## src/verilog/vmul_consts.svh

```systemverilog
// ~~~~~~~~~~~~~~~~~~~~~~~~~~~~~~~~~~~~~~~~~~~~~~~~~~~~~~~~~~~~~~~~~~~~~~~~~
// Vector multiply unit constants
// Widths, queue depths and multiplier pipeline length
// ~~~~~~~~~~~~~~~~~~~~~~~~~~~~~~~~~~~~~~~~~~~~~~~~~~~~~~~~~~~~~~~~~~~~~~~~~

`ifndef VMUL_CONSTS_SVH
`define VMUL_CONSTS_SVH

// Operand and result word width
`define ELEN 64
// Instruction queue entries
`define VINSN_DEPTH 4
// Result queue entries
`define RESULT_DEPTH 2
// Default multiplier register stages
`define MUL_PIPE_REGS 2
// Number of instruction ids, one done bit each
`define NR_VINSN 8
// Words per vector register
`define VREG_WORDS 8

`endif

```

## src/verilog/rvv_isa_pkg.sv

```systemverilog
// ~~~~~~~~~~~~~~~~~~~~~~~~~~~~~~~~~~~~~~~~~~~~~~~~~~~~~~~~~~~~~~~~~~~~~~~~~
// Vector ISA types
// Element widths, multiply operations and the data word
// ~~~~~~~~~~~~~~~~~~~~~~~~~~~~~~~~~~~~~~~~~~~~~~~~~~~~~~~~~~~~~~~~~~~~~~~~~

`include "vmul_consts.svh"

package rvv_isa_pkg;

  // Selected element width, encoded as log2 of the byte count
  typedef enum logic [1:0] {
    ew8  = 2'd0,
    ew16 = 2'd1,
    ew32 = 2'd2,
    ew64 = 2'd3
  } vew_e;

  // Integer multiply operations
  typedef enum logic [2:0] {
    op_vmul    = 3'd0,
    op_vmulh   = 3'd1,
    op_vmulhu  = 3'd2,
    op_vmulhsu = 3'd3,
    op_vmacc   = 3'd4,
    op_vnmsac  = 3'd5
  } mul_op_e;

  typedef logic [`ELEN-1:0]   elen_t;
  // One enable per byte of a data word
  typedef logic [`ELEN/8-1:0] strb_t;

endpackage

```

## src/verilog/vmul_pkg.sv

```systemverilog
// ~~~~~~~~~~~~~~~~~~~~~~~~~~~~~~~~~~~~~~~~~~~~~~~~~~~~~~~~~~~~~~~~~~~~~~~~~
// Vector multiply unit types
// Instruction, tag and result formats plus element counting helpers
// ~~~~~~~~~~~~~~~~~~~~~~~~~~~~~~~~~~~~~~~~~~~~~~~~~~~~~~~~~~~~~~~~~~~~~~~~~

`include "vmul_consts.svh"

package vmul_pkg;

  typedef logic [2:0] vid_t;
  // Element count, up to 64
  typedef logic [6:0] vlen_t;
  typedef logic [4:0] vreg_t;
  // Register file word address
  typedef logic [7:0] vaddr_t;

  typedef struct packed {
    vid_t                 id;
    rvv_isa_pkg::mul_op_e op;
    rvv_isa_pkg::vew_e    vsew;
    vlen_t                vl;
    vreg_t                vd;
    // Set means unmasked
    logic                 vm;
    logic                 use_scalar;
    logic                 use_vs1;
    logic                 use_vs2;
    logic                 use_vd;
    rvv_isa_pkg::elen_t   scalar;
  } vinsn_t;

  typedef struct packed {
    vid_t               id;
    vaddr_t             addr;
    rvv_isa_pkg::strb_t be;
  } tag_t;

  typedef struct packed {
    tag_t               tag;
    rvv_isa_pkg::elen_t wdata;
  } result_t;

  // Elements packed into one data word
  function automatic vlen_t elems_per_word(rvv_isa_pkg::vew_e ew);
    return vlen_t'(`ELEN / 8) >> ew;
  endfunction

  // Elements left after one more word, clamped at zero
  function automatic vlen_t elems_left(vlen_t rem, rvv_isa_pkg::vew_e ew);
    vlen_t epw;
    epw = elems_per_word(ew);
    return (rem > epw) ? rem - epw : '0;
  endfunction

endpackage

```

## src/verilog/result_queue.sv

```systemverilog
// ~~~~~~~~~~~~~~~~~~~~~~~~~~~~~~~~~~~~~~~~~~~~~~~~~~~~~~~~~~~~~~~~~~~~~~~~~
// Result queue
// Small FIFO pairing each result word with its tag and driving the
// req/gnt write port toward the register file
// ~~~~~~~~~~~~~~~~~~~~~~~~~~~~~~~~~~~~~~~~~~~~~~~~~~~~~~~~~~~~~~~~~~~~~~~~~

`timescale 1ns/1ps
`include "vmul_consts.svh"

module result_queue (
  input  logic                clk_i,
  input  logic                rst_ni,
  input  logic                in_valid_i,
  output logic                in_ready_o,
  input  rvv_isa_pkg::elen_t  in_data_i,
  input  vmul_pkg::tag_t      tag_i,
  output logic                take_o,
  output logic                result_req_o,
  output vmul_pkg::result_t   result_o,
  input  logic                result_gnt_i,
  output logic                commit_o
);
  import vmul_pkg::*;

  localparam int unsigned PtrW = $clog2(`RESULT_DEPTH);

  // Power-of-two depth, pointers wrap on their own
  typedef logic [PtrW-1:0] ptr_t;
  typedef logic [PtrW:0]   cnt_t;

  result_t mem_q [`RESULT_DEPTH];
  ptr_t    wr_ptr_q;
  ptr_t    rd_ptr_q;
  cnt_t    cnt_q;

  assign in_ready_o = cnt_q != cnt_t'(`RESULT_DEPTH);
  // Write strobe, also steps the tagger
  assign take_o     = in_valid_i && in_ready_o;

  // Head entry stays on the port until granted
  assign result_req_o = cnt_q != '0;
  assign result_o     = mem_q[rd_ptr_q];
  assign commit_o     = result_req_o && result_gnt_i;

  always_ff @(posedge clk_i or negedge rst_ni) begin
    if (!rst_ni) begin
      wr_ptr_q <= '0;
      rd_ptr_q <= '0;
      cnt_q    <= '0;
    end else begin
      wr_ptr_q <= wr_ptr_q + ptr_t'(take_o);
      rd_ptr_q <= rd_ptr_q + ptr_t'(commit_o);
      cnt_q    <= cnt_q + cnt_t'(take_o) - cnt_t'(commit_o);
    end
  end

  // Data and tag merged on entry
  always_ff @(posedge clk_i) begin
    if (take_o) begin
      mem_q[wr_ptr_q] <= '{tag: tag_i, wdata: in_data_i};
    end
  end

  // Register file grants only a pending request
  a_gnt_with_req: assert property (@(posedge clk_i) disable iff (!rst_ni)
    result_gnt_i |-> result_req_o);

endmodule

```

## config.mk

```make
export PLATFORM = sky130hd
export DESIGN_NAME = result_queue
export DESIGN_NICKNAME = d
export VERILOG_FILES = /design/src/verilog/rvv_isa_pkg.sv /design/src/verilog/vmul_pkg.sv /design/src/verilog/result_queue.sv
export VERILOG_INCLUDE_DIRS = /design/src /design/src/verilog
export SDC_FILE = /design/constraint.sdc
export NUM_CORES = 1
export LEC_CHECK = 0
export ABC_CLOCK_PERIOD_IN_PS = 3700
export BUFFER_PORTS_ARGS = -buffer_cell sky130_fd_sc_hd__buf_2
export CORE_UTILIZATION = 38
export CTS_CLUSTER_SIZE = 28
export DETAILED_ROUTE_END_ITERATION = 10
export HOLD_SLACK_MARGIN = 0.06
export PLACE_DENSITY_LB_ADDON = 0.08
export SETUP_SLACK_MARGIN = 0.5
export SYNTH_ARGS = -nofsm -noshare
export SYNTH_HDL_FRONTEND = slang
export SYNTH_SLANG_ARGS = --single-unit
```

## constraint.sdc

```tcl
create_clock -name clk_i -period 3.7 [get_ports clk_i]
set_input_delay 0.37 -clock clk_i [delete_from_list [all_inputs] [get_ports clk_i]]
set_output_delay 0.37 -clock clk_i [all_outputs]
set_load 0.01 [all_outputs]
```

Yosys cells after proc, flatten, opt, wreduce, memory -nomap -nowiden

Memory sizes are Yosys's and may differ from the RTL's.
Index checks and enable logic that the tools add are counted.

Add/subtract/negate cells: 4
Equal/unequal tests: 1
Muxes and demuxes: 2
Reduce and logical (&&, ||, !) cells: 3

Operators by type and width:

| operator           | number |
|---|---|
| $add 1x1->1        | 2 |
| $add 2x1->2        | 1 |
| $logic_and 1x1->1  | 2 |
| $mux 1             | 2 |
| $ne 2x2->1 const B | 1 |
| $reduce_bool 2->1  | 1 |
| $sub 2x1->2        | 1 |

Bits in registers: 4
RAM bits: 166
Input bits: 87
Output and inout bits: 87
Word-level logic and storage cells: 14
Memories: 1

Memory list:

| memory | depth | bits a word | rd ports | clocked after Yosys merged registers in | write ports | RTL line           | source |
|---|---|---|---|---|---|---|---|
| mem_q  | 2     | 83          | 1        | 0                                       | 1           | result_queue.sv:31 | `` result_t mem_q [`RESULT_DEPTH]; `` |

Depth between registers and ports, before layout

Word-level depth: 4
Gate-level depth with buffers: 6
Mapped depth without buffers: 6

Worst setup path before layout

Ideal clock, no wire load.

Path kind: reg2reg
Start: register cnt_q[1]
End: memory mem_q[0][0] in the netlist's numbering (enable)
Setup time: 0.451 ns
Arrival time: 2.803 ns
Data required time: 3.249 ns
Path slack: 0.446 ns
Stages on the path, launching flop included: 4
Buffers on the path: 0
Clock period less this slack: 3.254 ns
Cell sequence: dfrtp_1 nand2b_1 and2_1 ha_1

Cells in the longest elaborated chain, start to end: 4

Ends and longest elaborated chain:

| element                      | RTL line           | source |
|---|---|---|
| start: declaration           | result_queue.sv:34 | `cnt_t cnt_q;` |
| start signal: assignment     | result_queue.sv:53 | `cnt_q <= cnt_q + cnt_t'(take_o) - cnt_t'(commit_o);` |
| $ne 2x2->1                   | result_queue.sv:36 | `` assign in_ready_o = cnt_q != cnt_t'(`RESULT_DEPTH); `` |
| net in_ready_o               | result_queue.sv:14 | `output logic in_ready_o,` |
| $logic_and 1x1->1            | result_queue.sv:38 | `assign take_o = in_valid_i && in_ready_o;` |
| net take_o                   | result_queue.sv:17 | `output logic take_o,` |
| $mux 1                       | result_queue.sv:59 | `if (take_o) begin` |
| $mux 1 (not written as such) | result_queue.sv:60 | `mem_q[wr_ptr_q] <= '{tag: tag_i, wdata: in_data_i};` |
| end: declaration             | result_queue.sv:31 |  |

The timed path passes the listed nets, and every way through them passes these cells.

==> metrics <==
status completed; Core ar. 16,600 um^2; number of buffers created by CTS 17; Syn Inst Count 277; Fin Clk Skew 0.00460 ns; final-report max-slew violation count 0; hold path endpoint mem_q[0][5]; vias in the first global route 3,289; Crit Path Max Fanout 46; reg-to-reg slack, setup 1.57 ns; Ports 174; critical-path cell list buf_12 -> mux2_2 -> buf_2; initial drt markers 200; Post-CTS Setup Inserts 0; kind of critical path reg -> out; Sw Pwr 0.00187 W; Distinct cells, synth 14; r2r endpoint mem_q[0][4]; most frequent cells in the layout buf_2, edfxtp_1, mux2_4; slowest CP cell dfrtp_4; pwr/cell area 809 nW/um^2; switching share of power 0.281; drt wl/cell 16.3 um; total grt overflow 0; vias per cell 4.54; Fmax 0.384 GHz; cells on worst reg2reg path 4; Yosys warnings 0; initial core utilization 0.389; Max rail drop VDD 0.430 mV; RSZ-0062 raised after global routing false; worst path bufs/invs 2; PortBufs 173; Worst-Skew Late Latency 0.41 ns; Setup violations, final 0; Max-cap violations 0; Top delay family on crit path flip-flops; gr usage total 0.135; DRC Markers 0; start point of the worst hold path in_data_i[5]; routability cong. 0.657; 1st-pass router iterations 4; worst slack at placement 1.48 ns; # nets final 559; commonest non-fill, non-tap cell in the layout buf_2; die area 17,500 um^2; Area Overhead vs Synth 27.7%; Clk pwr share 0.277; first-pass GRT wire length 17,500 um; Comb pwr share 0.297; Worst-path clk slew 0.06 ns; routed wire length 11,500 um; clk sinks 170; Tcrit/Tclk final 0.703; syn nets 368; Mapped Area 6450 um^2; H-tree level count 4; Relative slew margins 0.549; reg2reg start cnt_q[0]; Seq pwr share 0.426; HP Class in -> reg; crit end category output port; number of synthesized register bits 170; crit path time final 2.60 ns; CTS root buf clkbuf_16; Die Width 132 um; Die Ht 132 um; register area share after synthesis 0.788; FP Rows 47; CP arrival 2.23 ns; CP Data Required Time 3.33 ns; hold path cells 1; Startpoint Class register; TritonCTS clock tree yes; Power Internal 0.00479 W; Routed Antenna Nets 0; vias 3,190; worst hold margin 0.142 ns; Clock Path Buffers 2; largest net degree at the start of global routing 47; Final Hold Viols 0; CP max stage delay 0.87 ns; Final HPWL DP 7520 um; TNS Setup 0 ns; Least-Margin Pin Slew 0.676 ns; Mean Syn Cell Area 23.3 um^2; PnR worst setup slack 1.10 ns; share of cells above drive strength 1 0.620; Lkg Pwr 3.26 nW; initial antenna violation count 1
==> metrics by stage <==
stage	utilization	std cells	cell area (um^2)	total power (W)
detailed placement	0.458	668	7600	0.00491
global route	0.496	701	8230	0.00699
finish	0.497	702	8240	0.00666
CTS	0.496	701	8230	0.00678
floorplan	-	277	6450	0.00423
global placement	0.458	668	7600	0.00489
==> power groups by stage <==
stage	Sequential (W)	Combinational (W)	Clock, W
after floorplan	0.00278	0.00144	0
after global placement	0.00287	0.00202	0
after detailed placement	0.00289	0.00202	0
after CTS	0.00285	0.00203	0.00190
after global routing	0.00289	0.00214	0.00197
final	0.00284	0.00198	0.00185
==> sequential cells by signal (all words and copies together) (netlist names) <==
signal / cells
wr_ptr_q: 1
rd_ptr_q: 1
mem_q: 166
cnt_q: 2
==> logic make-up (layout without fill, tap and decap cells) <==
logic type	after synthesis	in the layout	synth area share
compound gates	1	1	0.00116
buf+inv	13	217	0.0161
flops	170	170	0.788
mux	83	83	0.180
simple gates	3	3	0.00291
xor+xnor	3	3	0.00407
fa+ha+maj	4	4	0.00776
other cells	0	1	0
==> worst max path at each step <==
stage             start           end  slack (ns)  cells past startpoint
3_5_place_dp   rd_ptr_q  result_o[74]        1.48                      3
2_1_floorplan  cnt_q[1]   mem_q[0][0]        0.45                      3
3_3_place_gp   rd_ptr_q  result_o[74]        1.49                      3
5_1_grt        rd_ptr_q  result_o[74]        0.95                      3
6_report       rd_ptr_q  result_o[74]        1.10                      3
4_1_cts        rd_ptr_q  result_o[74]        1.01                      3
==> layer usage <==
layer / track usage / vias to the layer above / routed length (um)
li1: - / 1481 / -
met1: 0.157 / 1583 / 4880
met2: 0.225 / 116 / 5580
met3: 0.0565 / 10 / 887
met4: 0.0498 / 0 / 121
met5: 0 / - / 0
==> Yosys cell counts <==
cell | n | area share
or2_2 | 1 | 0.00097
mux2_2 | 23 | 0.040
edfxtp_1 | 166 | 0.77
dfrtp_1 | 4 | 0.016
buf_6 | 7 | 0.012
xor2_1 | 1 | 0.0014
and2_1 | 1 | 0.00097
inv_1 | 4 | 0.0023
nand2b_1 | 1 | 0.00097
xnor2_1 | 2 | 0.0027
ha_1 | 4 | 0.0078
o21a_1 | 1 | 0.0012
buf_2 | 2 | 0.0016
mux2_4 | 60 | 0.14
==> what timing repair did <==
item | in CTS | in global routing
gates resized for setup | 0 | 0
endpoints found under the hold margin | 4 | 0
hold buffers | 1 | 0
==> cell type report <==
cell class              instances  area, um^2
inverters                       4        15.0
well taps                     220         275
fillers                      1412        8350
flip-flops and latches        170        5090
clock inverters                15         200
clock buffers                  17         425
repair buffers                181         941
diodes                          1        2.50
multi-input cells              94        1290
No activity file was read; power rests on OpenSTA's default activity.
