--- src/verilog/vmul_consts.svh ---
// ~~~~~~~~~~~~~~~~~~~~~~~~~~~~~~~~~~~~~~~~~~~~~~~~~~~~~~~~~~~~~~~~~~~~~~~~~
// Vector multiply unit constants
// Widths, queue depths and multiplier pipeline length
// ~~~~~~~~~~~~~~~~~~~~~~~~~~~~~~~~~~~~~~~~~~~~~~~~~~~~~~~~~~~~~~~~~~~~~~~~~

`ifndef VMUL_CONSTS_SVH
`define VMUL_CONSTS_SVH

// Operand and result word width
`define ELEN 64
// Instruction queue entries
`define VINSN_DEPTH 4
// Result queue entries
`define RESULT_DEPTH 2
// Default multiplier register stages
`define MUL_PIPE_REGS 2
// Number of instruction ids, one done bit each
`define NR_VINSN 8
// Words per vector register
`define VREG_WORDS 8

`endif

--- src/verilog/rvv_isa_pkg.sv ---
// ~~~~~~~~~~~~~~~~~~~~~~~~~~~~~~~~~~~~~~~~~~~~~~~~~~~~~~~~~~~~~~~~~~~~~~~~~
// Vector ISA types
// Element widths, multiply operations and the data word
// ~~~~~~~~~~~~~~~~~~~~~~~~~~~~~~~~~~~~~~~~~~~~~~~~~~~~~~~~~~~~~~~~~~~~~~~~~

`include "vmul_consts.svh"

package rvv_isa_pkg;

  // Selected element width, encoded as log2 of the byte count
  typedef enum logic [1:0] {
    ew8  = 2'd0,
    ew16 = 2'd1,
    ew32 = 2'd2,
    ew64 = 2'd3
  } vew_e;

  // Integer multiply operations
  typedef enum logic [2:0] {
    op_vmul    = 3'd0,
    op_vmulh   = 3'd1,
    op_vmulhu  = 3'd2,
    op_vmulhsu = 3'd3,
    op_vmacc   = 3'd4,
    op_vnmsac  = 3'd5
  } mul_op_e;

  typedef logic [`ELEN-1:0]   elen_t;
  // One enable per byte of a data word
  typedef logic [`ELEN/8-1:0] strb_t;

endpackage

--- src/verilog/vmul_pkg.sv ---
// ~~~~~~~~~~~~~~~~~~~~~~~~~~~~~~~~~~~~~~~~~~~~~~~~~~~~~~~~~~~~~~~~~~~~~~~~~
// Vector multiply unit types
// Instruction, tag and result formats plus element counting helpers
// ~~~~~~~~~~~~~~~~~~~~~~~~~~~~~~~~~~~~~~~~~~~~~~~~~~~~~~~~~~~~~~~~~~~~~~~~~

`include "vmul_consts.svh"

package vmul_pkg;

  typedef logic [2:0] vid_t;
  // Element count, up to 64
  typedef logic [6:0] vlen_t;
  typedef logic [4:0] vreg_t;
  // Register file word address
  typedef logic [7:0] vaddr_t;

  typedef struct packed {
    vid_t                 id;
    rvv_isa_pkg::mul_op_e op;
    rvv_isa_pkg::vew_e    vsew;
    vlen_t                vl;
    vreg_t                vd;
    // Set means unmasked
    logic                 vm;
    logic                 use_scalar;
    logic                 use_vs1;
    logic                 use_vs2;
    logic                 use_vd;
    rvv_isa_pkg::elen_t   scalar;
  } vinsn_t;

  typedef struct packed {
    vid_t               id;
    vaddr_t             addr;
    rvv_isa_pkg::strb_t be;
  } tag_t;

  typedef struct packed {
    tag_t               tag;
    rvv_isa_pkg::elen_t wdata;
  } result_t;

  // Elements packed into one data word
  function automatic vlen_t elems_per_word(rvv_isa_pkg::vew_e ew);
    return vlen_t'(`ELEN / 8) >> ew;
  endfunction

  // Elements left after one more word, clamped at zero
  function automatic vlen_t elems_left(vlen_t rem, rvv_isa_pkg::vew_e ew);
    vlen_t epw;
    epw = elems_per_word(ew);
    return (rem > epw) ? rem - epw : '0;
  endfunction

endpackage

--- src/verilog/result_tagger.sv ---
// ~~~~~~~~~~~~~~~~~~~~~~~~~~~~~~~~~~~~~~~~~~~~~~~~~~~~~~~~~~~~~~~~~~~~~~~~~
// Result tagger
// Tracks the instruction being processed and gives each result word its
// id, register file address and byte enables
// ~~~~~~~~~~~~~~~~~~~~~~~~~~~~~~~~~~~~~~~~~~~~~~~~~~~~~~~~~~~~~~~~~~~~~~~~~

`timescale 1ns/1ps
`include "vmul_consts.svh"

module result_tagger (
  input  logic               clk_i,
  input  logic               rst_ni,
  input  vmul_pkg::vinsn_t   proc_insn_i,
  input  logic               proc_valid_i,
  input  logic               take_i,
  input  rvv_isa_pkg::strb_t mask_i,
  output vmul_pkg::tag_t     tag_o,
  output logic               proc_done_o
);
  import rvv_isa_pkg::*;
  import vmul_pkg::*;

  // Clear while the head instruction has no word processed yet
  logic  loaded_q;
  vlen_t rem_q;
  vlen_t cur_rem;
  vlen_t rem_left;
  vlen_t done_elems;
  strb_t tail_be;

  assign cur_rem    = loaded_q ? rem_q : proc_insn_i.vl;
  assign rem_left   = elems_left(cur_rem, proc_insn_i.vsew);
  assign done_elems = proc_insn_i.vl - cur_rem;

  // Tail word enables only the bytes of the remaining elements
  assign tail_be = (cur_rem >= elems_per_word(proc_insn_i.vsew)) ? '1 :
                   strb_t'((16'd1 << (cur_rem << proc_insn_i.vsew)) - 16'd1);

  assign tag_o.id   = proc_insn_i.id;
  assign tag_o.addr = vaddr_t'(proc_insn_i.vd * `VREG_WORDS
                               + (done_elems >> (2'd3 - proc_insn_i.vsew)));
  assign tag_o.be   = tail_be & (proc_insn_i.vm ? '1 : mask_i);

  assign proc_done_o = take_i && proc_valid_i && (rem_left == '0);

  always_ff @(posedge clk_i or negedge rst_ni) begin
    if (!rst_ni) begin
      loaded_q <= 1'b0;
      rem_q    <= '0;
    end else if (take_i) begin
      loaded_q <= rem_left != '0;
      rem_q    <= rem_left;
    end
  end

  // Every word leaving the multiplier belongs to a queued instruction
  a_take_owned: assert property (@(posedge clk_i) disable iff (!rst_ni)
    take_i |-> proc_valid_i);

endmodule

--- config.mk ---
export PLATFORM = sky130hd
export DESIGN_NAME = result_tagger
export DESIGN_NICKNAME = d
export VERILOG_FILES = /design/src/verilog/rvv_isa_pkg.sv /design/src/verilog/vmul_pkg.sv /design/src/verilog/result_tagger.sv
export VERILOG_INCLUDE_DIRS = /design/src /design/src/verilog
export SDC_FILE = /design/constraint.sdc
export NUM_CORES = 1
export LEC_CHECK = 0
export BUFFER_PORTS_ARGS = -buffer_cell sky130_fd_sc_hd__buf_2
export CAP_MARGIN = 10
export CORE_MARGIN = 2
export CORE_UTILIZATION = 47
export CTS_CLUSTER_SIZE = 40
export DETAILED_ROUTE_END_ITERATION = 16
export GPL_TIMING_DRIVEN = 0
export PLACE_DENSITY = 0.91
export SLEW_MARGIN = 15
export SYNTH_ARGS = -nofsm -noshare
export SYNTH_HDL_FRONTEND = slang
export SYNTH_SLANG_ARGS = --single-unit
--- constraint.sdc ---
create_clock -name clk_i -period 11.25 [get_ports clk_i]
set_input_delay 2.25 -clock clk_i [delete_from_list [all_inputs] [get_ports clk_i]]
set_output_delay 2.25 -clock clk_i [all_outputs]
set_load 0.05 [all_outputs]
# Word level (Yosys, flattened, before mapping)
# Index checks and enable logic that the tools add are counted.
dict set report totals {
  register_bits 8
  latch_bits 0
  ram_bits 0
  rom_bits 0
  inputBits 101
  output_inout_bits 20
  wordCells 22
  memories 0
}
dict set report classes {
  add_sub_neg 5
  mul 0
  n_div 0
  magnitude_cmp 2
  n_eq_ne 0
  shifts 4
  muxes 4
  bitwise_logic 1
  reduce_logical 4
}
# operator count
set op_table {}
lappend op_table {{8-bit two-way mux} 2}
lappend op_table {{7-bit two-way mux} 2}
lappend op_table {{7-bit subtractor} 2}
lappend op_table {{8-bit adder} 1}
lappend op_table {{8-bit bitwise AND} 1}
lappend op_table {{1-bit by 7-bit << shifter with 8-bit output (first input constant)} 1}
lappend op_table {{7-bit by 2-bit right shift with 8-bit output} 1}
lappend op_table {{8-bit by 1-bit subtractor with 8-bit output (second input constant)} 1}
lappend op_table {{7-bit >= comparator} 1}
lappend op_table {{7-bit > comparator} 1}
lappend op_table {{7-bit logical NOT} 1}
lappend op_table {{7-bit nonzero test} 1}
lappend op_table {{7-bit by 2-bit << shifter with 7-bit output} 1}
lappend op_table {{4-bit by 2-bit right shift with 7-bit output (first input constant)} 1}
lappend op_table {{1-bit logical AND} 2}
lappend op_table {{2-bit subtractor (first input constant)} 1}

# Logic depth before layout (Yosys ltp)
dict set report logic_depth {
  ltp_word 6
  depth_mapped 16
  depth_no_buf 15
}

# Worst setup path before layout
# Ideal clock, no wire load.
dict set report synth_timing {
  kind {input to output}
  startpoint {in proc_insn_i[74] (netlist bit)}
  endpoint {out tag_o[15] (netlist bit)}
  t_arrival_ns 5.493
  t_required_ns 9.000
  slack_ns 3.507
  cell_stages 15
  n_path_buf 0
  cell_sequence {mux2i_4 inv_2 ha_1 inv_1 fa_1 a21o_1 a21oi_1 o21a_1 o211ai_1 mux4_2 ha_1 fa_1 a21o_1 a21oi_1 xnor2_1}
}
# item line_no
set synth_lines {}
lappend synth_lines {{from (decl)} result_tagger.sv:13} ;# input vmul_pkg::vinsn_t proc_insn_i,
lappend synth_lines {{to (decl)} result_tagger.sv:17} ;# output vmul_pkg::tag_t tag_o,

==> flow_summary_export.csv <==
group,metric,value,unit
timing,max_clock_freq,123,MHz
logic_synthesis,yosysTopAreaCell,"dfrtp_1",
final_layout,area_delta_synth_final,17.2,%
detailed_routing,drt_iter0_drc,103,
final_layout,final_cell_mix,"buf_2, nor2_1, ha_1, inv_1, nand2_1",
logic_synthesis,synth.area.mux_share,0.138,
logic_synthesis,ys_seq_area_frac,0.109,
worst_hold_path,hold_end,"rem_q[4]",
logic_synthesis,syn-instance-count,224,
global_routing,grt_overflow_total,0,
global_routing,grt_pass1_vias,1740,
floorplanning,core,3720,um^2
critical_path,timing.rr.end,"loaded_q",
worst_hold_path,holdCritStartpoint,"rem_q[4]",
detailed_routing,drc_errors,0,
logic_synthesis,syn_area,1840,um^2
logic_synthesis,synth-compound-area-share,0.258,
place,place.gp.congestion,0.936,
pwr,p_total,0.829,mW
pwr,p_per_area,385,nW/um^2
detailed_routing,post_drt_via_cell_ratio,5.88,
timing,worst_slew_pin_slew,0.532,ns
logic_synthesis,synthAdderAreaFrac,0.135,
worst_hold_path,hold_class,"flop to flop",
floorplanning,row_count,22,
critical_path,path_class,"input port to output pin",
critical_path,worstSetupEndpointType,"output pin",
pwr,peakVddDrop,175,uV
clock_network,numCtsBuffers,3,
timing,finalMaxSlewViolations,0,
critical_path,rr_worst_depth,10,
floorplanning,io_pins,121,
timing,slew_headroom,0.639,
critical_path,reg2reg_from,"loaded_q",
timing,min_period,8.12,ns
global_routing,antenna_found_initial,0,
detailed_routing,ant_nets,0,
global_routing,grtUsageMet2,0.381,
critical_path,start_kind,"input port",
final_layout,layout_commonest_cell,"buf_2",
place,dp_hpwl,3.83,mm
clock_network,worstSkewPairLatency,0.23,ns
clock_network,clkTransAtPathRegs,0.04,ns
worst_hold_path,min_path_cells,2,
clock_network,tritoncts,"built",
logic_synthesis,ys_warn_count,0,
place,post-place-ws,3.11,ns
detailed_routing,drt_first_pass_iters,4,
logic_synthesis,ys_dominant_reg_cell,"dfrtp_1",
critical_path,critPathRequiredTime,9.00,ns
final_layout,nets,391,
critical_path,worst_ep_arrival_time,5.87,ns
logic_synthesis,syn-num-nets,343,
outcome,status,"completed",
global_routing,met1_usage,0.278,
logic_synthesis,synth_xor_area_frac,0.0619,
timing,rsz0062_at_grt,"no",
detailed_routing,wire_per_inst,14.4,um
clock_network,postCtsSetupBuffers,0,
final_layout,drive_gt1_frac,0.289,
final_layout,num_antenna_cells,0,
job,cap_violations,0,
logic_synthesis,ys_seq_elements,8,
logic_synthesis,synthSimpleGateAreaFrac,0.219,
timing,fin_tns_setup,0,ns
floorplanning,die_height,66.6,um
global_routing,grt-busiest-layer,"met2",
logic_synthesis,synth_top_family_by_area,"compound AO/OA/AOI/OAI gates",
detailed_routing,vias,1870,
logic_synthesis,ys_async_sr_fraction,1.00,
pwr,power_leakage,0.986,nW
clock_network,h-tree-depth,1,
global_routing,track_usage,0.218,
critical_path,path_max_fanout,6,
logic_synthesis,synth_cell_type_count,64,
logic_synthesis,synth_top_cell_area_share,0.109,
detailed_routing,routed_wl,4.57,mm
floorplanning,dieArea,4430,um^2
final_layout,fillers,347,
timing,skew,0.00173,ns
global_routing,grt_first_pass_wirelength,7.55,mm
timing,setup_violations,0,
timing,setup_ws,3.13,ns
clock_network,post_cts_resized,0,
place,port_buffers,43,
logic_synthesis,synth_edf_count,0,
floorplanning,die_w,66.6,um
floorplanning,initial_core_util,0.495,
logic_synthesis,syn_area_per_cell,8.21,um^2
logic_synthesis,ys_top_cells_by_area,"dfrtp_1, ha_1, mux2i_4, nor2_1, mux2i_1",
global_routing,met3_usage,0.0152,
clock_network,cts_hold_buf,0,
clock_network,cts_root_buf,"clkbuf_8",
timing,finalCritPeriodShare,0.722,
clock_network,cts_sinks,8,
timing,final_hold_viol_count,0,
clock_network,cts_buffer_depth,2,
global_routing,grt_max_degree,11,
critical_path,r2r_slack,8.49,ns
[per-layer routing]
| metal | wire length (um) | up-vias |
|---|---|---|
| li1 | - | 921 |
| met1 | 2010 | 868 |
| met2 | 2200 | 72 |
| met3 | 273 | 9 |
| met4 | 82 | 0 |
| met5 | 0 | - |
[area by class of cell]
class | instances | area [um^2] | share of cell area
timing repair buffer | 43 | 215 | 0.0998
buffer | 12 | 76.3 | 0.0354
inverter | 18 | 70.1 | 0.0325
multi-input combinational | 186 | 1490 | 0.692
tap | 48 | 60.1 | 0.0279
sequential | 8 | 200 | 0.0929
clock buffer | 3 | 41.3 | 0.0192
[power breakdown]
part           internal (mW)  switching, mW
combinational          0.274          0.461
clock                 0.0232         0.0122
sequential            0.0434         0.0151
total                  0.341          0.488
[cells by family (layout without fill, tap and decap cells)]
kind of cell	count (synthesis)	in the layout
muxes	16	16
buffers and inverters	30	76
and+or+nand+nor	76	76
xor gates and xnor gates	13	13
DFF	8	8
AOI/OAI and AO/OA	63	63
adders and majority gates	18	18
[worst max-delay path by stage]
stage / start / to / slack [ns] / cells after the start
finish: proc_insn_i[74] / tag_o[15] / 3.13 / 17
global route: proc_insn_i[74] / tag_o[15] / 2.89 / 17
CTS: proc_insn_i[74] / tag_o[15] / 3.11 / 17
detailed placement: proc_insn_i[74] / tag_o[15] / 3.11 / 17
global placement: proc_insn_i[74] / tag_o[15] / 3.17 / 17
floorplan: proc_insn_i[74] / tag_o[15] / 3.51 / 15
[critical path, cell delays in order]
cell	delay, ns
buf_2	0.14
mux2i_4	0.10
inv_2	0.11
ha_1	0.18
inv_1	0.06
fa_1	0.40
a21o_1	0.18
a21oi_1	0.28
o21a_1	0.15
o211ai_1	0.15
mux4_2	0.49
ha_1	0.22
fa_1	0.42
a21o_1	0.18
a21oi_1	0.16
xnor2_1	0.13
buf_2	0.28
[sequential cells by signal, summed over array words and instances, names as in the netlist]
register and flops:
loaded_q 1, rem_q 7
[cell usage after synthesis, drive strengths merged (2+ instances only)]
cell type	instances
or3	2
and2	5
mux2i	12
xor2	6
nor3	6
nor4	2
dfrtp	8
a22oi	2
a21boi	2
and3	2
nand3	7
clkbuf	4
o21ai	12
a21o	4
a22o	2
nand2b	4
o211ai	3
xnor2	7
mux4	2
a211o	3
a21oi	11
buf	8
inv	18
o21a	5
ha	15
o32ai	2
or2	2
mux2	2
nor2	20
nand2	13
nor2b	7
fa	3
nand4	3
o31ai	2
a31oi	3
[stage by stage]
| step | util | instance area [um^2] | instances | hold slack (ns) |
|---|---|---|---|---|
| after floorplan | - | 1840 | 224 | 0.511 |
| after global placement | 0.569 | 2110 | 315 | 0.553 |
| after detailed placement | 0.569 | 2110 | 315 | 0.560 |
| after CTS | 0.580 | 2160 | 318 | 0.566 |
| after global routing | 0.580 | 2160 | 318 | 0.594 |
| final | 0.580 | 2160 | 318 | 0.563 |
No activity file was read; power rests on OpenSTA's default activity.
