## src/verilog/vmul_consts.svh

```systemverilog
// ~~~~~~~~~~~~~~~~~~~~~~~~~~~~~~~~~~~~~~~~~~~~~~~~~~~~~~~~~~~~~~~~~~~~~~~~~
// Vector multiply unit constants
// Widths, queue depths and multiplier pipeline length
// ~~~~~~~~~~~~~~~~~~~~~~~~~~~~~~~~~~~~~~~~~~~~~~~~~~~~~~~~~~~~~~~~~~~~~~~~~

`ifndef VMUL_CONSTS_SVH
`define VMUL_CONSTS_SVH

// Operand and result word width
`define ELEN 64
// Instruction queue entries
`define VINSN_DEPTH 4
// Result queue entries
`define RESULT_DEPTH 2
// Default multiplier register stages
`define MUL_PIPE_REGS 2
// Number of instruction ids, one done bit each
`define NR_VINSN 8
// Words per vector register
`define VREG_WORDS 8

`endif

```

## src/verilog/rvv_isa_pkg.sv

```systemverilog
// ~~~~~~~~~~~~~~~~~~~~~~~~~~~~~~~~~~~~~~~~~~~~~~~~~~~~~~~~~~~~~~~~~~~~~~~~~
// Vector ISA types
// Element widths, multiply operations and the data word
// ~~~~~~~~~~~~~~~~~~~~~~~~~~~~~~~~~~~~~~~~~~~~~~~~~~~~~~~~~~~~~~~~~~~~~~~~~

`include "vmul_consts.svh"

package rvv_isa_pkg;

  // Selected element width, encoded as log2 of the byte count
  typedef enum logic [1:0] {
    ew8  = 2'd0,
    ew16 = 2'd1,
    ew32 = 2'd2,
    ew64 = 2'd3
  } vew_e;

  // Integer multiply operations
  typedef enum logic [2:0] {
    op_vmul    = 3'd0,
    op_vmulh   = 3'd1,
    op_vmulhu  = 3'd2,
    op_vmulhsu = 3'd3,
    op_vmacc   = 3'd4,
    op_vnmsac  = 3'd5
  } mul_op_e;

  typedef logic [`ELEN-1:0]   elen_t;
  // One enable per byte of a data word
  typedef logic [`ELEN/8-1:0] strb_t;

endpackage

```

## src/verilog/vmul_pkg.sv

```systemverilog
// ~~~~~~~~~~~~~~~~~~~~~~~~~~~~~~~~~~~~~~~~~~~~~~~~~~~~~~~~~~~~~~~~~~~~~~~~~
// Vector multiply unit types
// Instruction, tag and result formats plus element counting helpers
// ~~~~~~~~~~~~~~~~~~~~~~~~~~~~~~~~~~~~~~~~~~~~~~~~~~~~~~~~~~~~~~~~~~~~~~~~~

`include "vmul_consts.svh"

package vmul_pkg;

  typedef logic [2:0] vid_t;
  // Element count, up to 64
  typedef logic [6:0] vlen_t;
  typedef logic [4:0] vreg_t;
  // Register file word address
  typedef logic [7:0] vaddr_t;

  typedef struct packed {
    vid_t                 id;
    rvv_isa_pkg::mul_op_e op;
    rvv_isa_pkg::vew_e    vsew;
    vlen_t                vl;
    vreg_t                vd;
    // Set means unmasked
    logic                 vm;
    logic                 use_scalar;
    logic                 use_vs1;
    logic                 use_vs2;
    logic                 use_vd;
    rvv_isa_pkg::elen_t   scalar;
  } vinsn_t;

  typedef struct packed {
    vid_t               id;
    vaddr_t             addr;
    rvv_isa_pkg::strb_t be;
  } tag_t;

  typedef struct packed {
    tag_t               tag;
    rvv_isa_pkg::elen_t wdata;
  } result_t;

  // Elements packed into one data word
  function automatic vlen_t elems_per_word(rvv_isa_pkg::vew_e ew);
    return vlen_t'(`ELEN / 8) >> ew;
  endfunction

  // Elements left after one more word, clamped at zero
  function automatic vlen_t elems_left(vlen_t rem, rvv_isa_pkg::vew_e ew);
    vlen_t epw;
    epw = elems_per_word(ew);
    return (rem > epw) ? rem - epw : '0;
  endfunction

endpackage

```

## src/verilog/vinsn_queue.sv

```systemverilog
// ~~~~~~~~~~~~~~~~~~~~~~~~~~~~~~~~~~~~~~~~~~~~~~~~~~~~~~~~~~~~~~~~~~~~~~~~~
// Vector instruction queue
// Holds in-flight instructions across the accept, issue, processing and
// commit phases, issues operand words and raises done per instruction id
// ~~~~~~~~~~~~~~~~~~~~~~~~~~~~~~~~~~~~~~~~~~~~~~~~~~~~~~~~~~~~~~~~~~~~~~~~~

`timescale 1ns/1ps
`include "vmul_consts.svh"

module vinsn_queue (
  input  logic                 clk_i,
  input  logic                 rst_ni,
  input  vmul_pkg::vinsn_t     vinsn_i,
  input  logic                 vinsn_valid_i,
  output logic                 vinsn_ready_o,
  input  logic [2:0]           operand_valid_i,
  output logic [2:0]           operand_ready_o,
  input  logic                 mask_valid_i,
  output logic                 mask_ready_o,
  output logic                 issue_valid_o,
  input  logic                 issue_ready_i,
  output vmul_pkg::vinsn_t     issue_insn_o,
  output vmul_pkg::vinsn_t     proc_insn_o,
  output logic                 proc_valid_o,
  input  logic                 proc_done_i,
  input  logic                 commit_i,
  output logic [`NR_VINSN-1:0] done_o
);
  import vmul_pkg::*;

  localparam int unsigned PtrW = $clog2(`VINSN_DEPTH);

  // Depth is a power of two, so pointers wrap by overflow
  typedef logic [PtrW-1:0] ptr_t;
  typedef logic [PtrW:0]   cnt_t;

  vinsn_t mem_q [`VINSN_DEPTH];

  ptr_t accept_ptr_q;
  ptr_t issue_ptr_q;
  ptr_t proc_ptr_q;
  ptr_t commit_ptr_q;
  // Instructions not yet fully issued, processed and committed
  cnt_t issue_cnt_q;
  cnt_t proc_cnt_q;
  cnt_t commit_cnt_q;
  // Elements left of the head instruction in issue and in commit
  vlen_t issue_rem_q;
  vlen_t issue_rem_d;
  vlen_t commit_rem_q;
  vlen_t commit_rem_d;

  vinsn_t     commit_insn;
  logic       accept;
  logic       issue_fire;
  logic       issue_last;
  logic       commit_last;
  logic [2:0] used_ops;

  // Full once every slot waits for its commit
  assign vinsn_ready_o = commit_cnt_q != cnt_t'(`VINSN_DEPTH);
  assign accept        = vinsn_valid_i && vinsn_ready_o;

  assign issue_insn_o = mem_q[issue_ptr_q];
  assign proc_insn_o  = mem_q[proc_ptr_q];
  assign commit_insn  = mem_q[commit_ptr_q];
  assign proc_valid_o = proc_cnt_q != '0;

  // Operand slots are vd, vs2, vs1 from the top
  assign used_ops = {issue_insn_o.use_vd, issue_insn_o.use_vs2, issue_insn_o.use_vs1};

  // Word goes out once every used operand and the mask are present
  assign issue_valid_o = (issue_cnt_q != '0) && ((operand_valid_i & used_ops) == used_ops)
                         && (mask_valid_i || issue_insn_o.vm);
  assign issue_fire      = issue_valid_o && issue_ready_i;
  assign operand_ready_o = issue_fire ? used_ops : 3'b000;
  assign mask_ready_o    = issue_fire && !issue_insn_o.vm;

  assign issue_last  = issue_fire && (elems_left(issue_rem_q, issue_insn_o.vsew) == '0);
  assign commit_last = commit_i && (elems_left(commit_rem_q, commit_insn.vsew) == '0);

  // One-hot done in the grant cycle of the last word
  always_comb begin
    done_o = '0;
    if (commit_last) begin
      done_o[commit_insn.id] = 1'b1;
    end
  end

  always_comb begin
    issue_rem_d = issue_rem_q;
    if (issue_fire) begin
      issue_rem_d = elems_left(issue_rem_q, issue_insn_o.vsew);
    end
    // Next queued instruction takes over the issue head
    if (issue_last && issue_cnt_q > cnt_t'(1)) begin
      issue_rem_d = mem_q[ptr_t'(issue_ptr_q + 1'b1)].vl;
    end
    // New instruction lands on an empty issue phase
    if (accept && (issue_cnt_q - cnt_t'(issue_last)) == '0) begin
      issue_rem_d = vinsn_i.vl;
    end
  end

  always_comb begin
    commit_rem_d = commit_rem_q;
    if (commit_i) begin
      commit_rem_d = elems_left(commit_rem_q, commit_insn.vsew);
    end
    if (commit_last && commit_cnt_q > cnt_t'(1)) begin
      commit_rem_d = mem_q[ptr_t'(commit_ptr_q + 1'b1)].vl;
    end
    if (accept && (commit_cnt_q - cnt_t'(commit_last)) == '0) begin
      commit_rem_d = vinsn_i.vl;
    end
  end

  always_ff @(posedge clk_i or negedge rst_ni) begin
    if (!rst_ni) begin
      accept_ptr_q <= '0;
      issue_ptr_q  <= '0;
      proc_ptr_q   <= '0;
      commit_ptr_q <= '0;
      issue_cnt_q  <= '0;
      proc_cnt_q   <= '0;
      commit_cnt_q <= '0;
      issue_rem_q  <= '0;
      commit_rem_q <= '0;
    end else begin
      accept_ptr_q <= accept_ptr_q + ptr_t'(accept);
      issue_ptr_q  <= issue_ptr_q + ptr_t'(issue_last);
      proc_ptr_q   <= proc_ptr_q + ptr_t'(proc_done_i);
      commit_ptr_q <= commit_ptr_q + ptr_t'(commit_last);
      issue_cnt_q  <= issue_cnt_q + cnt_t'(accept) - cnt_t'(issue_last);
      proc_cnt_q   <= proc_cnt_q + cnt_t'(accept) - cnt_t'(proc_done_i);
      commit_cnt_q <= commit_cnt_q + cnt_t'(accept) - cnt_t'(commit_last);
      issue_rem_q  <= issue_rem_d;
      commit_rem_q <= commit_rem_d;
    end
  end

  always_ff @(posedge clk_i) begin
    if (accept) begin
      mem_q[accept_ptr_q] <= vinsn_i;
    end
  end

  // Accepted entry lands on the free slot behind the held ones
  a_no_overflow: assert property (@(posedge clk_i) disable iff (!rst_ni)
    accept |-> accept_ptr_q == ptr_t'(commit_ptr_q + commit_cnt_q)
               && proc_cnt_q < cnt_t'(`VINSN_DEPTH));

  // Result queue only commits words of a held instruction
  a_commit_owner: assert property (@(posedge clk_i) disable iff (!rst_ni)
    commit_i |-> commit_cnt_q != '0);

endmodule

```

## config.mk

```make
export PLATFORM = sky130hd
export DESIGN_NAME = vinsn_queue
export DESIGN_NICKNAME = d
export VERILOG_FILES = /design/src/verilog/rvv_isa_pkg.sv /design/src/verilog/vmul_pkg.sv /design/src/verilog/vinsn_queue.sv
export VERILOG_INCLUDE_DIRS = /design/src /design/src/verilog
export SDC_FILE = /design/constraint.sdc
export NUM_CORES = 1
export LEC_CHECK = 0
export ABC_AREA = 1
export BUFFER_PORTS_ARGS = -buffer_cell sky130_fd_sc_hd__buf_2
export CELL_PAD_IN_SITES_DETAIL_PLACEMENT = 1
export CELL_PAD_IN_SITES_GLOBAL_PLACEMENT = 2
export CORE_MARGIN = 2
export CORE_UTILIZATION = 33
export CTS_BUF_LIST = sky130_fd_sc_hd__clkbuf_16
export CTS_CLUSTER_DIAMETER = 30
export DETAILED_ROUTE_END_ITERATION = 8
export GPL_TIMING_DRIVEN = 0
export PLACE_DENSITY_LB_ADDON = 0.05
export SLEW_MARGIN = 15
export SYNTH_ARGS = -nofsm -noshare
export SYNTH_HDL_FRONTEND = slang
export SYNTH_SLANG_ARGS = --single-unit
export TNS_END_PERCENT = 1
```

## constraint.sdc

```tcl
create_clock -name clk_i -period 6.74 [get_ports clk_i]
set_input_delay 0.674 -clock clk_i [delete_from_list [all_inputs] [get_ports clk_i]]
set_output_delay 0.674 -clock clk_i [all_outputs]
set_load 0.005 [all_outputs]
```

# ---- Yosys cells after proc, flatten, opt, wreduce, memory -nomap -nowiden
# Memory sizes are Yosys's and may differ from the RTL's.
# Index checks and enable logic that the tools add are counted.
dict set report op_classes {
  n_mux 14
  n_reduce_logical 22
  n_shift 2
  n_eq_ne 2
  bitwise 1
  magnitude_cmp 6
  addsub 16
}
# operator n
set ops {}
lappend ops {{$mux W7} 8}
lappend ops {{$sub A3 B1 Y3} 5}
lappend ops {{$gt A7 B7 Y1} 2}
lappend ops {{$logic_not A7 Y1} 2}
lappend ops {{$shr A4 B2 Y7 const A} 2}
lappend ops {{$sub A7 B7 Y7} 2}
lappend ops {{$logic_and A1 B1 Y1} 12}
lappend ops {{$reduce_bool A3 Y1} 4}
lappend ops {{$add A3 B1 Y3} 3}
lappend ops {{$add A2 B1 Y2} 4}
lappend ops {{$mux W8} 1}
lappend ops {{$gt A3 B1 Y1 const B} 2}
lappend ops {{$logic_not A3 Y1} 2}
lappend ops {{$add A2 B1 Y2 const B} 2}
lappend ops {{$lt A3 B4 Y1 const B} 1}
lappend ops {{$and A3 B3 Y3} 1}
lappend ops {{$demux W1 S3} 1}
lappend ops {{$eq A3 B3 Y1} 1}
lappend ops {{$ge A3 B1 Y1 const B} 1}
lappend ops {{$mux W1} 3}
lappend ops {{$mux W3} 1}
lappend ops {{$ne A3 B3 Y1 const B} 1}
lappend ops {{$logic_not A1 Y1} 1}
lappend ops {{$logic_or A1 B1 Y1} 1}
dict set report word_totals {
  wordCells 73
  n_memories 1
  inputBits 99
  mem_bits_rw 356
  regBits 31
}
# memory depth word_bits read_ports rd_clocked_by_memory_dff write_ports line
set mem_list {}
lappend mem_list {mem_q 4 89 5 0 1 vinsn_queue.sv:37} ;# vinsn_t mem_q [`VINSN_DEPTH];

# ---- Depth between registers and ports, before layout
# An unclocked memory read counts as a cell.
dict set report logic_depth {
  ltp_word 11
  ltp_mapped 26
  ltp_nobuf 23
}

# ---- Worst setup path before layout
# Ideal clock, no wire load.
dict set report synth_path {
  kind {input -> register}
  from {in vinsn_valid_i}
  to {mem mem_q[2][0] in the netlist's numbering (enable)}
  required_time_ns 6.094
  setup_ns 0.646
  path_buffers 0
  stages 2
  slack_ns -0.804
  t_arrival_ns 6.898
  path_cell_list {nand2_1 -> nor3_1}
}
dict set report synth_via {
  elab_chain_cells 3
}
# element line
set synth_rtl {}
lappend synth_rtl {{start, declared} vinsn_queue.sv:14} ;# input logic vinsn_valid_i,
lappend synth_rtl {{$logic_and A1 B1 Y1} vinsn_queue.sv:62} ;# assign accept = vinsn_valid_i && vinsn_ready_o;
lappend synth_rtl {{$mux W1} vinsn_queue.sv:143} ;# if (accept) begin
lappend synth_rtl {{$mux W1 (not written as such)} vinsn_queue.sv:144} ;# mem_q[accept_ptr_q] <= vinsn_i;
lappend synth_rtl {{end, declared} vinsn_queue.sv:37}
# No other way between the ends.

# ---- Final worst setup path
dict set report layout_path {
  from {reg commit_ptr_q[0]}
  to {out done_o[0]}
}
dict set report layout_via {
  elab_chain_cells 7
}
# element line
set layout_rtl {}
lappend layout_rtl {{start, declared} vinsn_queue.sv:42} ;# ptr_t commit_ptr_q;
lappend layout_rtl {{start signal, assigned} vinsn_queue.sv:133} ;# commit_ptr_q <= commit_ptr_q + ptr_t'(commit_last);
lappend layout_rtl {{$mem_v2 Z4 W89 (*)} n/a}
lappend layout_rtl {{$shr A4 B2 Y7} vmul_pkg.sv:45} ;# return vlen_t'(`ELEN / 8) >> ew;
lappend layout_rtl {{$sub A7 B7 Y7 / $gt A7 B7 Y1 (equally long branches)} vmul_pkg.sv:52} ;# return (rem > epw) ? rem - epw : '0;
lappend layout_rtl {{$mux W7} vmul_pkg.sv:52}
lappend layout_rtl {{$logic_not A7 Y1} vinsn_queue.sv:80} ;# assign commit_last = commit_i && (elems_left(commit_rem_q, commit_insn.vsew) == '0);
lappend layout_rtl {{$logic_and A1 B1 Y1} vinsn_queue.sv:80}
lappend layout_rtl {{$mux W8 (*)} vinsn_queue.sv:85} ;# if (commit_last) begin
lappend layout_rtl {{end, declared} vinsn_queue.sv:27} ;# output logic [`NR_VINSN-1:0] done_o
# Mark *: on every way between the ends. The rest lies on a longest branch, timed or not.

==> flow_summary.yaml <==
yosys:
  yosys_warnings: 0
  ys_seq_area_share_pct: 61.1
  syn_avg_cell_area_um2: 9.93
  synth.most_common_cell: "nor2_1"
  yosysUniqueCellTypes: 38
  async_reset_ff_share_pct: 8.01
  synth_common_cells: "nor2_1, edfxtp_1, o21ai_0"
  synth_flop_cell: "edfxtp_1"
  synth_nets: 2017
  synth_cells: 1888
  yosysTopAreaCellShare_pct: 57.0
  synth_area_mm2: 0.0188
  synth_area_leaders: "edfxtp_1, o21ai_0, nor2_1"
  synth_top_area_cell: "edfxtp_1"
  ys_seq_elements: 387
  synth-edff-count: 356
timing:
  setup_slack_ps: 700
  fin_crit_sh_pct: 89.6
  timing_hold_violations_final: 0
  fin_skew_ps: 19.9
  fmax_ghz: 0.166
  timing.hold.ws_ps: 159
  slew_viol_final: 0
  finalSetupTns_ps: 0
  relSlewSlack_pct: 23.8
  tightest_slew_ps: 1130
  grt_setup_unrepaired: "false"
  period_needed_ps: 6040
  finalSetupViolations: 0
die:
  chipHeight_um: 242
  ios: 292
  die_area_mm2: 0.0588
  coreArea_mm2: 0.0563
  rows: 87
  start_util_pct: 33.3
  die_x_um: 242
run_status:
  outcome: "finished clean"
detailed_routing:
  drcViolationCount: 0
  ant_nets: 0
  drt_wl_total_um: 75900
  dr.pass1.iters: 5
  drt_iter0_markers: 1030
  vias: 16828
  wl_per_cell_um: 23.9
  post_drt_via_cell_ratio: 5.29
power_and_ir_drop:
  power_switching_mw: 5.31
  swShare_pct: 39.6
  p_leak_nw: 9.72
  comb_power_share_pct: 39.3
  seq_power_share_pct: 25.9
  peakVddDrop_mv: 0.226
  p_int_mw: 8.11
  clkPwrFrac_pct: 34.8
  power_density_mw_per_mm2: 536
clock_tree:
  cts_max_level: 3
  post_cts_buffers: 0
  cts-root-buf: "clkbuf_16"
  clock-sinks: 387
  cts_tree: "yes"
  cts-resized-gates: 0
  cts_buffers: 100
  clk_pin_slew_worst_paths_ps: 50
  cts_buffer_depth: 3
  clock_latency_ps: 630
  cts-hold-fix-buffers: 0
placed_design:
  gp_congestion: 0.788
  portBuffers: 291
  dpl_worst_slack_ps: 1140
  dp.final_hpwl_um: 54500
job:
  maxCapViolations: 0
setup_path:
  path_max_fanout: 10
  cp-end-kind: "output pin"
  worstSetupPathType: "register to output pin"
  arrival_ps: 5370
  crit_path_start_kind: "register"
  required_ps: 6070
cells_and_area:
  drive_gt1_share_pct: 22.0
  post-route-util_pct: 44.5
  syn_to_final_growth_pct: 33.6
  num-nets-final: 2465
global_route:
  grt_max_degree: 32
  grt_pass1_vias: 17935
  antenna_found_initial: 11
  grtUsageTotal_pct: 25.3
  grt_pass1_wl_um: 112000
  grt_overflow_total: 0
hold_path:
  hold_path.class: "primary input to async pin"
[flip-flops by register name, summed over array words and instances, names as in the netlist]
register,flops
commit_rem_q,7
issue_rem_q,7
commit_cnt_q,3
accept_ptr_q,2
issue_ptr_q,2
mem_q,356
proc_cnt_q,3
commit_ptr_q,2
proc_ptr_q,2
issue_cnt_q,3
[worst max-delay path, cell delays in order, from the launching register on]
cell	delay [ps]
dfrtp_1	380
clkbuf_1	430
clkinv_1	410
o21ai_0	250
o22ai_1	150
inv_1	140
nand2_1	100
ha_1	330
a21oi_1	150
o21ai_1	130
nand2_1	130
nand4_1	240
nand3b_1	200
nand2_1	110
nor4_2	960
nand2_1	270
nor2_1	210
buf_2	140
[power groups by stage]
| stage | clock network [mW] | logic, mW | registers, mW |
|---|---|---|---|
| 3_5_place_dp | 0 | 5.29 | 3.51 |
| 3_3_place_gp | 0 | 5.04 | 3.73 |
| 4_1_cts | 4.74 | 5.32 | 3.47 |
| 6_report | 4.68 | 5.28 | 3.48 |
| 2_1_floorplan | 0 | 2.79 | 3.53 |
| 5_1_grt | 4.87 | 5.81 | 3.53 |
[stage by stage]
stage	cell area, um2	total power, mW	instances
final	25100	13.4	3180
after detailed placement	21700	8.80	2990
after floorplan	18800	6.31	1888
after CTS	25000	13.5	3175
after global placement	21200	8.77	2935
after global routing	25000	14.2	3178
[routing by layer]
metal,part of all wire (%),GRT usage (%),vias to the layer above
li1,-,-,7731
met3,6.6,6.19,136
met1,42,31.4,8460
met2,49,42.8,491
met5,0.083,0,-
met4,2.3,8.71,10
[layout make-up]
| cell class | count | area, um2 |
|---|---|---|
| antenna | 5 | 12.5 |
| buffer | 124 | 479 |
| clock buffer | 101 | 2530 |
| clock inverter | 84 | 841 |
| fill | 6364 | 31200 |
| inverter | 120 | 450 |
| multi-input combinational | 1257 | 6380 |
| sequential | 387 | 11500 |
| tap | 756 | 946 |
| timing repair buffer | 346 | 1950 |
[logic make-up (layout without fill, tap and decap cells)]
logic type	Yosys count	in the layout	synth area share, %
other	0	5	0
buffers and inverters	244	775	4.96
AOI/OAI and AO/OA	592	592	17.4
and+or+nand+nor	621	621	13.6
DFF	387	387	61.1
xor gates and xnor gates	14	14	0.654
adders and majority gates	30	30	2.20
[placed cells by master, fill, tap and decap left out, types with 7 or more instances in the layout]
| master | synthesis | routed |
|---|---|---|
| a21oi_1 | 47 | 47 |
| buf_1 | 7 | 7 |
| buf_2 | 2 | 293 |
| buf_4 | 1 | 35 |
| buf_6 | 1 | 22 |
| bufinv_16 | 0 | 13 |
| clkbuf_1 | 113 | 113 |
| clkbuf_16 | 0 | 101 |
| clkinv_1 | 2 | 22 |
| clkinv_2 | 0 | 16 |
| clkinvlp_4 | 0 | 14 |
| dfrtp_1 | 31 | 31 |
| edfxtp_1 | 356 | 356 |
| ha_1 | 25 | 25 |
| inv_1 | 115 | 126 |
| nand2_1 | 159 | 159 |
| nand3_1 | 44 | 44 |
| nand4_1 | 15 | 15 |
| nor2_1 | 373 | 373 |
| o21ai_0 | 339 | 339 |
| o221ai_1 | 12 | 12 |
| o22ai_1 | 180 | 180 |
| xor2_1 | 8 | 8 |
[path summary, 6_finish.rpt]
kind	from	to	slack (ps)	cells past startpoint
max	commit_ptr_q[0]	done_o[0]	700	17
min	rst_ni	commit_cnt_q[2]	160	1
max reg2reg	commit_ptr_q[0]	commit_rem_q[1]	1110	22
min reg2reg	proc_cnt_q[0]	proc_cnt_q[0]	500	1
max in group asynchronous	rst_ni	commit_ptr_q[0]	6030	1
min in group clk_i	vinsn_i[51]	mem_q[0][51]	260	1
No activity file was read; power rests on OpenSTA's default activity.
